**src/verilog/pci_bus_pkg.sv**
```systemverilog
// PCI bus encodings
package pci_bus_pkg;

   // C/BE word decoded as a command or as byte enables
   typedef union packed {
      struct packed {
         logic [2:0] grp;
         logic       dir;
      } cmd;
      logic [3:0] be_n;
   } cbe_t;

   // Memory read 0110, memory write 0111
   localparam logic [2:0] CMD_GROUP_MEM = 3'b011;

   // Active low, so zero enables every byte lane
   localparam logic [3:0] BE_ALL = 4'b0000;

   // Status word from the core
   localparam int CSR_W = 40;

   // Either fatal bit aborts the initiator
   localparam int CSR_FATAL_HI = 39;
   localparam int CSR_FATAL_LO = 38;

   localparam int CSR_RETRY = 36;

endpackage

```
**src/verilog/pci_init_pkg.sv**
```systemverilog
// Initiator internal types
package pci_init_pkg;

   // Transfer states
   typedef enum logic [2:0] {
      IDLE    = 3'd0,
      REQ     = 3'd1,
      READ    = 3'd2,
      WRITE   = 3'd3,
      DEAD    = 3'd4,
      RECOVER = 3'd5
   } init_state_t;

   // Burst length of 1 to 15 words
   localparam int LEN_W = 4;

endpackage

```
**src/verilog/init_sequencer.sv**
```systemverilog
// Initiator transfer sequencer
`timescale 1ns/1ns

module init_sequencer
   import pci_bus_pkg::*, pci_init_pkg::*;
(
   input  logic             CLK,
   input  logic             reset,
   input  logic             cmd_req,
   input  logic             cmd_write,
   input  logic             clear_dead,
   input  logic             m_data,
   input  logic             m_addr_n,
   input  logic             m_data_vld,
   input  logic [CSR_W-1:0] csr,
   output logic             cmd_ack,
   output logic             start,
   output logic             data_fell,
   output logic             request,
   output logic             busy,
   output logic             dead,
   output logic             m_wrdn,
   output logic             rd_valid,
   output init_state_t      state
);

   logic        m_dataq;
   logic        fatal;
   logic        dir_q;
   init_state_t next_state;

   // New command only from idle, once the previous ack has dropped
   assign start     = (state == IDLE) && cmd_req && !cmd_ack;
   assign data_fell = !m_data && m_dataq;
   assign request   = (state == REQ);
   assign busy      = (state != IDLE);
   assign dead      = (state == DEAD);
   assign m_wrdn    = dir_q;
   assign rd_valid  = (state == READ) && m_data_vld;

   always_ff @(posedge CLK or posedge reset) begin
      if (reset) begin
         m_dataq <= 1'b0;
      end else begin
         m_dataq <= m_data;
      end
   end

   // Status collected over the data phases
   always_ff @(posedge CLK or posedge reset) begin
      if (reset) begin
         fatal <= 1'b0;
      end else if (!m_addr_n) begin
         fatal <= 1'b0;
      end else if (m_data) begin
         fatal <= fatal | csr[CSR_FATAL_HI] | csr[CSR_FATAL_LO];
      end
   end

   always_ff @(posedge CLK or posedge reset) begin
      if (reset) begin
         cmd_ack <= 1'b0;
         dir_q   <= 1'b0;
      end else if (start) begin
         cmd_ack <= 1'b1;
         dir_q   <= cmd_write;
      end else if (!cmd_req) begin
         cmd_ack <= 1'b0;
      end
   end

   always_ff @(posedge CLK or posedge reset) begin
      if (reset) begin
         state <= IDLE;
      end else begin
         state <= next_state;
      end
   end

   always_comb begin
      next_state = IDLE;
      case (state)
         IDLE:    next_state = start ? REQ : IDLE;
         REQ:     next_state = dir_q ? WRITE : READ;
         READ, WRITE: begin
            if (data_fell) begin
               next_state = fatal ? DEAD : RECOVER;
            end else begin
               next_state = state;
            end
         end
         DEAD:    next_state = clear_dead ? IDLE : DEAD;
         RECOVER: next_state = IDLE;
         default: next_state = IDLE;
      endcase
   end

   a_request_single: assert property (@(posedge CLK) disable iff (reset)
      request |=> !request);

   a_ack_after_req: assert property (@(posedge CLK) disable iff (reset)
      $rose(cmd_ack) |-> $past(cmd_req));

endmodule

```
**src/verilog/burst_tracker.sv**
```systemverilog
// Burst counters and C/BE drive
`timescale 1ns/1ns

module burst_tracker
   import pci_bus_pkg::*, pci_init_pkg::*;
#(
   parameter int DATA_W = 32
) (
   input  logic              CLK,
   input  logic              reset,
   input  logic              start,
   input  logic              m_data,
   input  logic              m_data_vld,
   input  logic              m_addr_n,
   input  logic              m_wrdn,
   input  logic              request,
   input  logic              data_fell,
   input  logic [DATA_W-1:0] cmd_addr,
   input  logic [DATA_W-1:0] src_do,
   input  logic [LEN_W-1:0]  cmd_len,
   input  init_state_t       state,
   output logic [DATA_W-1:0] adio_in,
   output cbe_t              m_cbe,
   output logic              complete
);

   logic [LEN_W-1:0]  xfer_cnt;
   logic [DATA_W-3:0] word_addr;
   logic              m_dataq;
   logic              assert_complete;
   logic              hold_complete;

   always_ff @(posedge CLK or posedge reset) begin
      if (reset) begin
         xfer_cnt <= '0;
         m_dataq  <= 1'b0;
      end else begin
         m_dataq <= m_data;
         if (start) begin
            xfer_cnt <= cmd_len;
         end else if (m_data_vld) begin
            xfer_cnt <= xfer_cnt - 1'b1;
         end
      end
   end

   always_ff @(posedge CLK) begin
      if (start) begin
         word_addr <= cmd_addr[DATA_W-1:2];
      end else if (m_data_vld) begin
         word_addr <= word_addr + 1'b1;
      end
   end

   always_comb begin
      if (!m_addr_n) begin
         adio_in = {word_addr, 2'b00};
      end else if ((state == WRITE) && m_data) begin
         adio_in = src_do;
      end else begin
         adio_in = '0;
      end
   end

   always_comb begin
      m_cbe = '0;
      if (!m_addr_n) begin
         m_cbe.cmd.grp = CMD_GROUP_MEM;
         m_cbe.cmd.dir = m_wrdn;
      end else begin
         m_cbe.be_n = BE_ALL;
      end
   end

   // Warn the core ahead of the last word
   assign assert_complete = ((xfer_cnt == LEN_W'(1)) && request) ||
                            ((xfer_cnt == LEN_W'(2)) && m_dataq) ||
                            ((xfer_cnt == LEN_W'(3)) && m_data_vld);

   always_ff @(posedge CLK or posedge reset) begin
      if (reset) begin
         hold_complete <= 1'b0;
      end else if (data_fell) begin
         hold_complete <= 1'b0;
      end else if (assert_complete) begin
         hold_complete <= 1'b1;
      end
   end

   assign complete = assert_complete || hold_complete;

   a_cnt_no_underflow: assert property (@(posedge CLK) disable iff (reset)
      m_data_vld |-> xfer_cnt != '0);

endmodule

```
**src/verilog/src_fifo.sv**
```systemverilog
// Write data source FIFO
`timescale 1ns/1ns

module src_fifo #(
   parameter int DATA_W  = 32,
   parameter int FIFO_AW = 4
) (
   input  logic              CLK,
   input  logic              reset,
   input  logic              wr_req,
   input  logic              pop_enable,
   input  logic              m_src_en,
   input  logic [DATA_W-1:0] wr_data,
   output logic              wr_ack,
   output logic [DATA_W-1:0] src_do
);

   localparam int DEPTH = 2 ** FIFO_AW;

   logic [DATA_W-1:0] mem [DEPTH];
   logic [FIFO_AW:0]  wr_ptr;
   logic [FIFO_AW:0]  rd_ptr;
   logic              full;
   logic              empty;
   logic              push;
   logic              pop;

   // Extra pointer bit tells full from empty
   assign empty = (wr_ptr == rd_ptr);
   assign full  = (wr_ptr[FIFO_AW] != rd_ptr[FIFO_AW]) &&
                  (wr_ptr[FIFO_AW-1:0] == rd_ptr[FIFO_AW-1:0]);

   // One word per request, held off while full
   assign push = wr_req && !wr_ack && !full;
   assign pop  = pop_enable && m_src_en && !empty;

   assign src_do = mem[rd_ptr[FIFO_AW-1:0]];

   always_ff @(posedge CLK or posedge reset) begin
      if (reset) begin
         wr_ack <= 1'b0;
      end else if (push) begin
         wr_ack <= 1'b1;
      end else if (!wr_req) begin
         wr_ack <= 1'b0;
      end
   end

   always_ff @(posedge CLK or posedge reset) begin
      if (reset) begin
         wr_ptr <= '0;
         rd_ptr <= '0;
      end else begin
         if (push) begin
            wr_ptr <= wr_ptr + 1'b1;
         end
         if (pop) begin
            rd_ptr <= rd_ptr + 1'b1;
         end
      end
   end

   always_ff @(posedge CLK) begin
      if (push) begin
         mem[wr_ptr[FIFO_AW-1:0]] <= wr_data;
      end
   end

   // Core must not fetch source data beyond what the user loaded
   a_no_pop_empty: assert property (@(posedge CLK) disable iff (reset)
      pop_enable && m_src_en |-> !empty);

endmodule

```
**src/verilog/pci_init_top.sv**
```systemverilog
// PCI initiator top level
`timescale 1ns/1ns

module pci_init_top
   import pci_bus_pkg::*, pci_init_pkg::*;
#(
   parameter int DATA_W  = 32,
   parameter int FIFO_AW = 4
) (
   input  logic              CLK,
   input  logic              reset,
   // User command handshake
   input  logic              cmd_req,
   input  logic              cmd_write,
   input  logic [DATA_W-1:0] cmd_addr,
   input  logic [LEN_W-1:0]  cmd_len,
   output logic              cmd_ack,
   input  logic              clear_dead,
   output logic              busy,
   output logic              dead,
   // User write data handshake
   input  logic              wr_req,
   input  logic [DATA_W-1:0] wr_data,
   output logic              wr_ack,
   // User read data
   output logic [DATA_W-1:0] rd_data,
   output logic              rd_valid,
   // PCI core side
   input  logic              m_data,
   input  logic              m_data_vld,
   input  logic              m_addr_n,
   input  logic              m_src_en,
   input  logic [CSR_W-1:0]  csr,
   input  logic [DATA_W-1:0] adio_out,
   output logic [DATA_W-1:0] adio_in,
   output cbe_t              m_cbe,
   output logic              m_wrdn,
   output logic              request,
   output logic              complete
);

   logic              start;
   logic              data_fell;
   logic              pop_enable;
   logic [DATA_W-1:0] src_do;
   init_state_t       state;

   assign rd_data    = adio_out;
   assign pop_enable = (state == WRITE);

   init_sequencer init_sequencer_i (.*);

   burst_tracker #(.DATA_W(DATA_W)) burst_tracker_i (.*);

   src_fifo #(.DATA_W(DATA_W), .FIFO_AW(FIFO_AW)) src_fifo_i (.*);

endmodule

```
**config.mk**
```make
export PLATFORM = sky130hd
export DESIGN_NAME = pci_init_top
export DESIGN_NICKNAME = d
export VERILOG_FILES = /design/src/verilog/pci_bus_pkg.sv /design/src/verilog/pci_init_pkg.sv /design/src/verilog/init_sequencer.sv /design/src/verilog/burst_tracker.sv /design/src/verilog/src_fifo.sv /design/src/verilog/pci_init_top.sv
export SDC_FILE = /design/constraint.sdc
export NUM_CORES = 1
export LEC_CHECK = 0
export ABC_AREA = 1
export BUFFER_PORTS_ARGS = -buffer_cell sky130_fd_sc_hd__buf_2
export CORE_ASPECT_RATIO = 0.9
export CORE_UTILIZATION = 47
export DETAILED_ROUTE_END_ITERATION = 12
export GPL_ROUTABILITY_DRIVEN = 0
export PLACE_DENSITY = 0.68
export SKIP_LAST_GASP = 1
export SLEW_MARGIN = 20
export SYNTH_ARGS = -nofsm -noshare
export SYNTH_HDL_FRONTEND = slang
export SYNTH_SLANG_ARGS = --single-unit
```
**constraint.sdc**
```tcl
create_clock -name CLK -period 6 [get_ports CLK]
set_clock_uncertainty 0.1 [all_clocks]
set_input_delay 0.9 -clock CLK [delete_from_list [all_inputs] [get_ports CLK]]
set_output_delay 0.9 -clock CLK [all_outputs]
set_load 0.02 [all_outputs]
```
== Word-level counts from Yosys, hierarchy flattened ==
Memories as Yosys holds them, arrays and structs flattened.
Index checks and enable logic that the tools add are counted.
Word-level totals
  register bits: 53
  RAM bits: 512
  input bits: 150
  output and inout bits: 76
  logic and storage cells: 81
  memories kept: 1
Memory list
  src_fifo_i.mem: words 16, bits a word 32, read ports 1, clocked after memory_dff 0, write ports 1, line src_fifo.sv:20  | logic [DATA_W-1:0] mem [DEPTH];
Operators by class
  add/subtract/negate cells: 4
  eq/ne operators: 14
  multiplexer cells: 23
  bitwise logic cells: 2
  reductions and logical operators: 26
Operators by type and width (count)
  32-bit two-way mux: 2
  30-bit two-way mux: 2
  30-bit by 1-bit adder with 30-bit output (second input constant): 1
  1-bit logical AND: 13
  1-bit two-way mux: 13
  3-bit one-hot mux with 4 select lines: 1
  5-bit by 1-bit adder with 5-bit output (second input constant): 2
  3-bit two-way mux: 3
  4-bit by 2-bit equality test with 1-bit output (second input constant): 2
  4-bit two-way mux: 2
  3-bit by 2-bit equality test with 1-bit output (second input constant): 2
  2-bit by 1-bit != test with 1-bit output (second input constant): 3
  5-bit equality test: 1
  1-bit zero test: 5
  4-bit by 1-bit equality test with 1-bit output (second input constant): 1
  4-bit equality test: 1
  2-bit nonzero test: 2
  4-bit by 1-bit subtractor with 4-bit output (second input constant): 1
  3-bit by 1-bit equality test with 1-bit output (second input constant): 1
  3-bit equality test (second input constant): 1
  3-bit zero test: 1
  1-bit logical OR: 3
  3-bit nonzero test: 1
  2-bit != test (second input constant): 1
  other kinds (3): 4

== Longest topological paths before layout ==
  depth after elaboration: 6
  depth in mapped cells: 13

== By module ==
From an unflattened synthesis, not the netlist that was laid out.
Unflattened totals
  cells, all modules: 2370
  area total of the unflattened synthesis: 24900.1 sq um
By module, submodules not included
  src_fifo: instances 1, cells each 1866, area an instance 21411.8 sq um, sequential area each 15650.0 sq um
  burst_tracker: instances 1, cells each 424, area an instance 2884.0 sq um, sequential area each 1051.0 sq um
  init_sequencer: instances 1, cells each 46, area an instance 354.1 sq um, sequential area each 175.2 sq um
  pci_init_top: instances 1, cells each 34, area an instance 250.2 sq um, sequential area each 0.0 sq um

== Worst setup path before layout ==
No wires, ideal clock.
  path kind: input port to flip-flop
  from: input wr_req
  to: memory src_fifo_i.mem[0][0] (enable)
  library setup time: 421 ps
  arrival: 2519 ps
  slack: 2960 ps
  stages: 3
  path buffers: 1
  path through: nand3_2 buf_4 nor2_1
Between the ends
  longest elaborated chain between the ends: 4
Ends and longest elaborated chain
  from (decl): line pci_init_top.sv:22  | input logic wr_req,
  1-bit logical AND (2 in series): line src_fifo.sv:34  | assign push = wr_req && !wr_ack && !full;
  1-bit two-way mux: line src_fifo.sv:64  | if (push) begin
  1-bit two-way mux (not written as such): line src_fifo.sv:65  | mem[wr_ptr[FIFO_AW-1:0]] <= wr_data;
  to (decl): line src_fifo.sv:20
Every way passes these cells.

== Final worst setup path ==
  from: register src_fifo_i.rd_ptr[0]
  to: output adio_in[14]
Between the ends
  longest elaborated chain between the ends: 3
Ends and longest elaborated chain
  from (decl): line src_fifo.sv:22  | logic [FIFO_AW:0] rd_ptr;
  from (signal assigned): line src_fifo.sv:58  | rd_ptr <= rd_ptr + 1'b1;
  memory 16 x 32 bit
  32-bit two-way mux: line burst_tracker.sv:58  | end else if ((state == WRITE) && m_data) begin
  32-bit two-way mux: line burst_tracker.sv:56  | if (!m_addr_n) begin
  to (decl): line pci_init_top.sv:35  | output logic [DATA_W-1:0] adio_in,
Every way passes these cells.

==> qor.yml <==
status:
  status: "complete, no violations"
logic_synthesis:
  synth-seq-area-share: 0.639
  ys_types: 30
  netlist_area_mm2: 0.0264
  syn-num-nets: 2958
  synth_warnings: 0
  syn_inst: 2798
  syn_area_per_cell_um2: 9.43
  synth_seq_cells: 565
global_route:
  gr-total-overflow: 0
  grt_pass1_wl_um: 98300
  antenna_found_initial: 4
  grt_usage: 0.227
  grt-busiest-layer: "met2"
  globalRouteMet1Util: 0.303
  grt_pass1_vias: 17644
  grt_util_met2: 0.369
  grt_use_met3: 0.0396
  grt_max_degree: 207
place:
  io_buffers: 120
  place_inst: 3556
  hpwl_um: 36500
sta:
  drv_slew: 0
  fin_setup_tns_ns: 0
  hold_violations: 0
  max_slew_margin: 0.304
  worstMarginPinSlew_ns: 1.04
  setup_viol: 0
  fmax_mhz: 210
  rsz0062_at_grt: "false"
  min_period_ns: 4.76
  fin_crit_sh: 0.793
finish:
  layout.nets: 3017
  area_growth_pct: 10.5
  final_common_cell: "nand2_1"
  final_cell_mix: "nand2_1 (1,074), edfxtp_1 (542), inv_1 (491), nand3_1 (322), buf_2 (120)"
  fillCellCount: 4888
  drive_above_1_share: 0.0889
  post-route-util: 0.524
  fin_cells: 3660
die:
  fp-row-count: 82
  die_h_um: 227
  initial_core_util: 0.474
  dieWidth_um: 252
  num_io_pins: 226
  core_mm2: 0.0556
  die_area_mm2: 0.0571
critical_path:
  path_class: "flop to output port"
  path_buf_inv: 4
  cpLargestDelayFamily: "buffers and inverters"
  crit_end: "adio_in[14]"
  cp_slowest_cell: "inv_6"
  critPathLaunch: "src_fifo_i.rd_ptr[0]"
  reg2regPathDepth: 6
  worstReg2RegEnd: "src_fifo_i.mem[8][8]"
  slowest_delay_ns: 0.74
  worstPathMaxFanout: 112
  critical_path.cell_chain: "inv_6 -> buf_4 -> nand2_1 -> nand3_1 -> nand2_1 -> nand2_1 -> nand2_1 -> inv_1 -> nand2_1 -> nand2_1 -> nand2_1 -> buf_2"
  arrival_ns: 3.76
  cp-end-kind: "output port"
  path_common_cell: "nand2_1"
  r2r_slack_ns: 1.95
  required_ns: 5.00
  reg2reg_from: "src_fifo_i.rd_ptr[0]"
  cp.depth: 12
  startpoint_type: "flop"
hold_path:
  hold_class: "input port to flop"
power_and_ir_drop:
  p_int_w: 0.00765
  switching_power_w: 0.00410
  swShare: 0.349
  ir_worst_vdd_v: 0.000370
  pwr-share-clk: 0.289
  comb_power_share: 0.281
  p_seq_frac: 0.429
  power_density_mw_per_mm2: 403
  power.leakage_nw: 13.0
flow_run:
  maxCapViolations: 0
cts:
  clk_latency_ns: 0.61
  path_clk_slew_ns: 0.06
  cts_tree: "built"
  cts_root_buf: "clkbuf_16"
  clock-sinks: 565
  cts-hold-fix-buffers: 0
  cts_setup_buffers: 0
  cts_buffer_depth: 3
  numCtsBuffers: 55
  cts_resized: 0
  cts-htree-levels: 2
detailed_routing:
  viasPerCell: 5.06
  final_antenna_net_count: 0
  routedWlPerCell_um: 17.6
  drt_iter0_drc: 1927
  drcViolationCount: 0
  firstDrtPassIters: 6
  vias: 18516
  wl_um: 64500
layout make-up:
| type | instances | area, um^2 | area share |
|---|---|---|---|
| tap | 756 | 946 | 0.0324 |
| sequential | 565 | 16900 | 0.578 |
| inverter | 497 | 1880 | 0.0643 |
| clock buffer | 67 | 1420 | 0.0487 |
| multi-input combinational | 1585 | 6830 | 0.234 |
| antenna | 2 | 5.00 | 0.000172 |
| timing repair buffer | 153 | 893 | 0.0306 |
| clock inverter | 35 | 330 | 0.0113 |
sequential cells by signal, summed over array words and instances, names as in the netlist:
name / count
src_fifo_i.wr_ack: 1
init_sequencer_i.cmd_ack: 1
init_sequencer_i.m_wrdn: 1
burst_tracker_i.m_dataq: 1
src_fifo_i.rd_ptr: 5
init_sequencer_i.fatal: 1
burst_tracker_i.xfer_cnt: 4
burst_tracker_i.word_addr: 30
src_fifo_i.wr_ptr: 5
src_fifo_i.mem: 512
burst_tracker_i.hold_complete: 1
init_sequencer_i.state: 3
power groups by stage:
stage	combinational [W]	sequential (W)	clock, W
3_5_place_dp	0.00329	0.00512	0
6_report	0.00330	0.00505	0.00340
5_1_grt	0.00371	0.00508	0.00360
2_1_floorplan	0.00254	0.00499	0
3_3_place_gp	0.00320	0.00511	0
4_1_cts	0.00332	0.00504	0.00345
cells in the mapped netlist, drive strengths merged:
library cell | instances | share of area
xor2 | 15 | 0.0050
clkinv | 1 | 0.00014
nand2 | 1074 | 0.15
dfrtp | 23 | 0.022
o211ai | 1 | 0.00028
a31oi | 1 | 0.00024
xnor2 | 10 | 0.0033
a21oi | 7 | 0.0013
ha | 10 | 0.0047
nand3b | 13 | 0.0037
nand4 | 7 | 0.0017
nor3 | 3 | 0.00057
nand3 | 324 | 0.062
edfxtp | 542 | 0.62
o21ai | 26 | 0.0049
clkbuf | 23 | 0.0033
buf | 128 | 0.033
o221ai | 1 | 0.00033
nor2 | 92 | 0.013
inv | 496 | 0.071
conb | 1 | 0.00014
per-stage QoR:
| stage | worst slack (ns) | total power, W | hold slack [ns] | instance area (um^2) |
|---|---|---|---|---|
| CTS | 1.27 | 0.0118 | 0.315 | 29200 |
| floorplan | 2.96 | 0.00753 | 0.348 | 26400 |
| finish | 1.24 | 0.0118 | 0.342 | 29200 |
| global route | 1.03 | 0.0124 | 0.330 | 29200 |
| detailed placement | 1.93 | 0.00842 | 0.400 | 27400 |
| global placement | 1.95 | 0.00831 | 0.393 | 27400 |
worst reg2reg max path, cell delays in order (launching register included):
cell     delay, ns
dfrtp_4       0.86
xor2_1        0.26
nor2_2        0.06
nand3_2       0.14
nand3_2       0.73
nor2_4        1.06
buf_4         0.47
layer usage:
layer,part of all wire,vias up,wire [um]
met4,0.032,4,2050
met2,0.47,658,30500
met1,0.42,8805,27000
li1,-,8904,-
met3,0.075,145,4860
met5,0.00037,-,24
how the worst min path moves through the flow:
stage | to | cells after the start | start
2_1_floorplan | init_sequencer_i.fatal | 2 | init_sequencer_i.fatal
3_3_place_gp | init_sequencer_i.fatal | 2 | init_sequencer_i.fatal
3_5_place_dp | init_sequencer_i.fatal | 2 | init_sequencer_i.fatal
4_1_cts | burst_tracker_i.m_dataq | 1 | m_data
5_1_grt | burst_tracker_i.m_dataq | 1 | m_data
6_report | burst_tracker_i.m_dataq | 1 | m_data
cell families after synthesis:
family                   Yosys count  synth area share
adder cells (fa/ha/maj)           10           0.00474
XOR/XNOR                          25           0.00830
AND/OR/NAND/NOR                 1513             0.234
AO/OA/AOI/OAI                     36           0.00711
buffers and inverters            648             0.107
flip-flops                       565             0.639
other                              1          0.000142
Note: power is estimated with default switching activity, not from simulation.
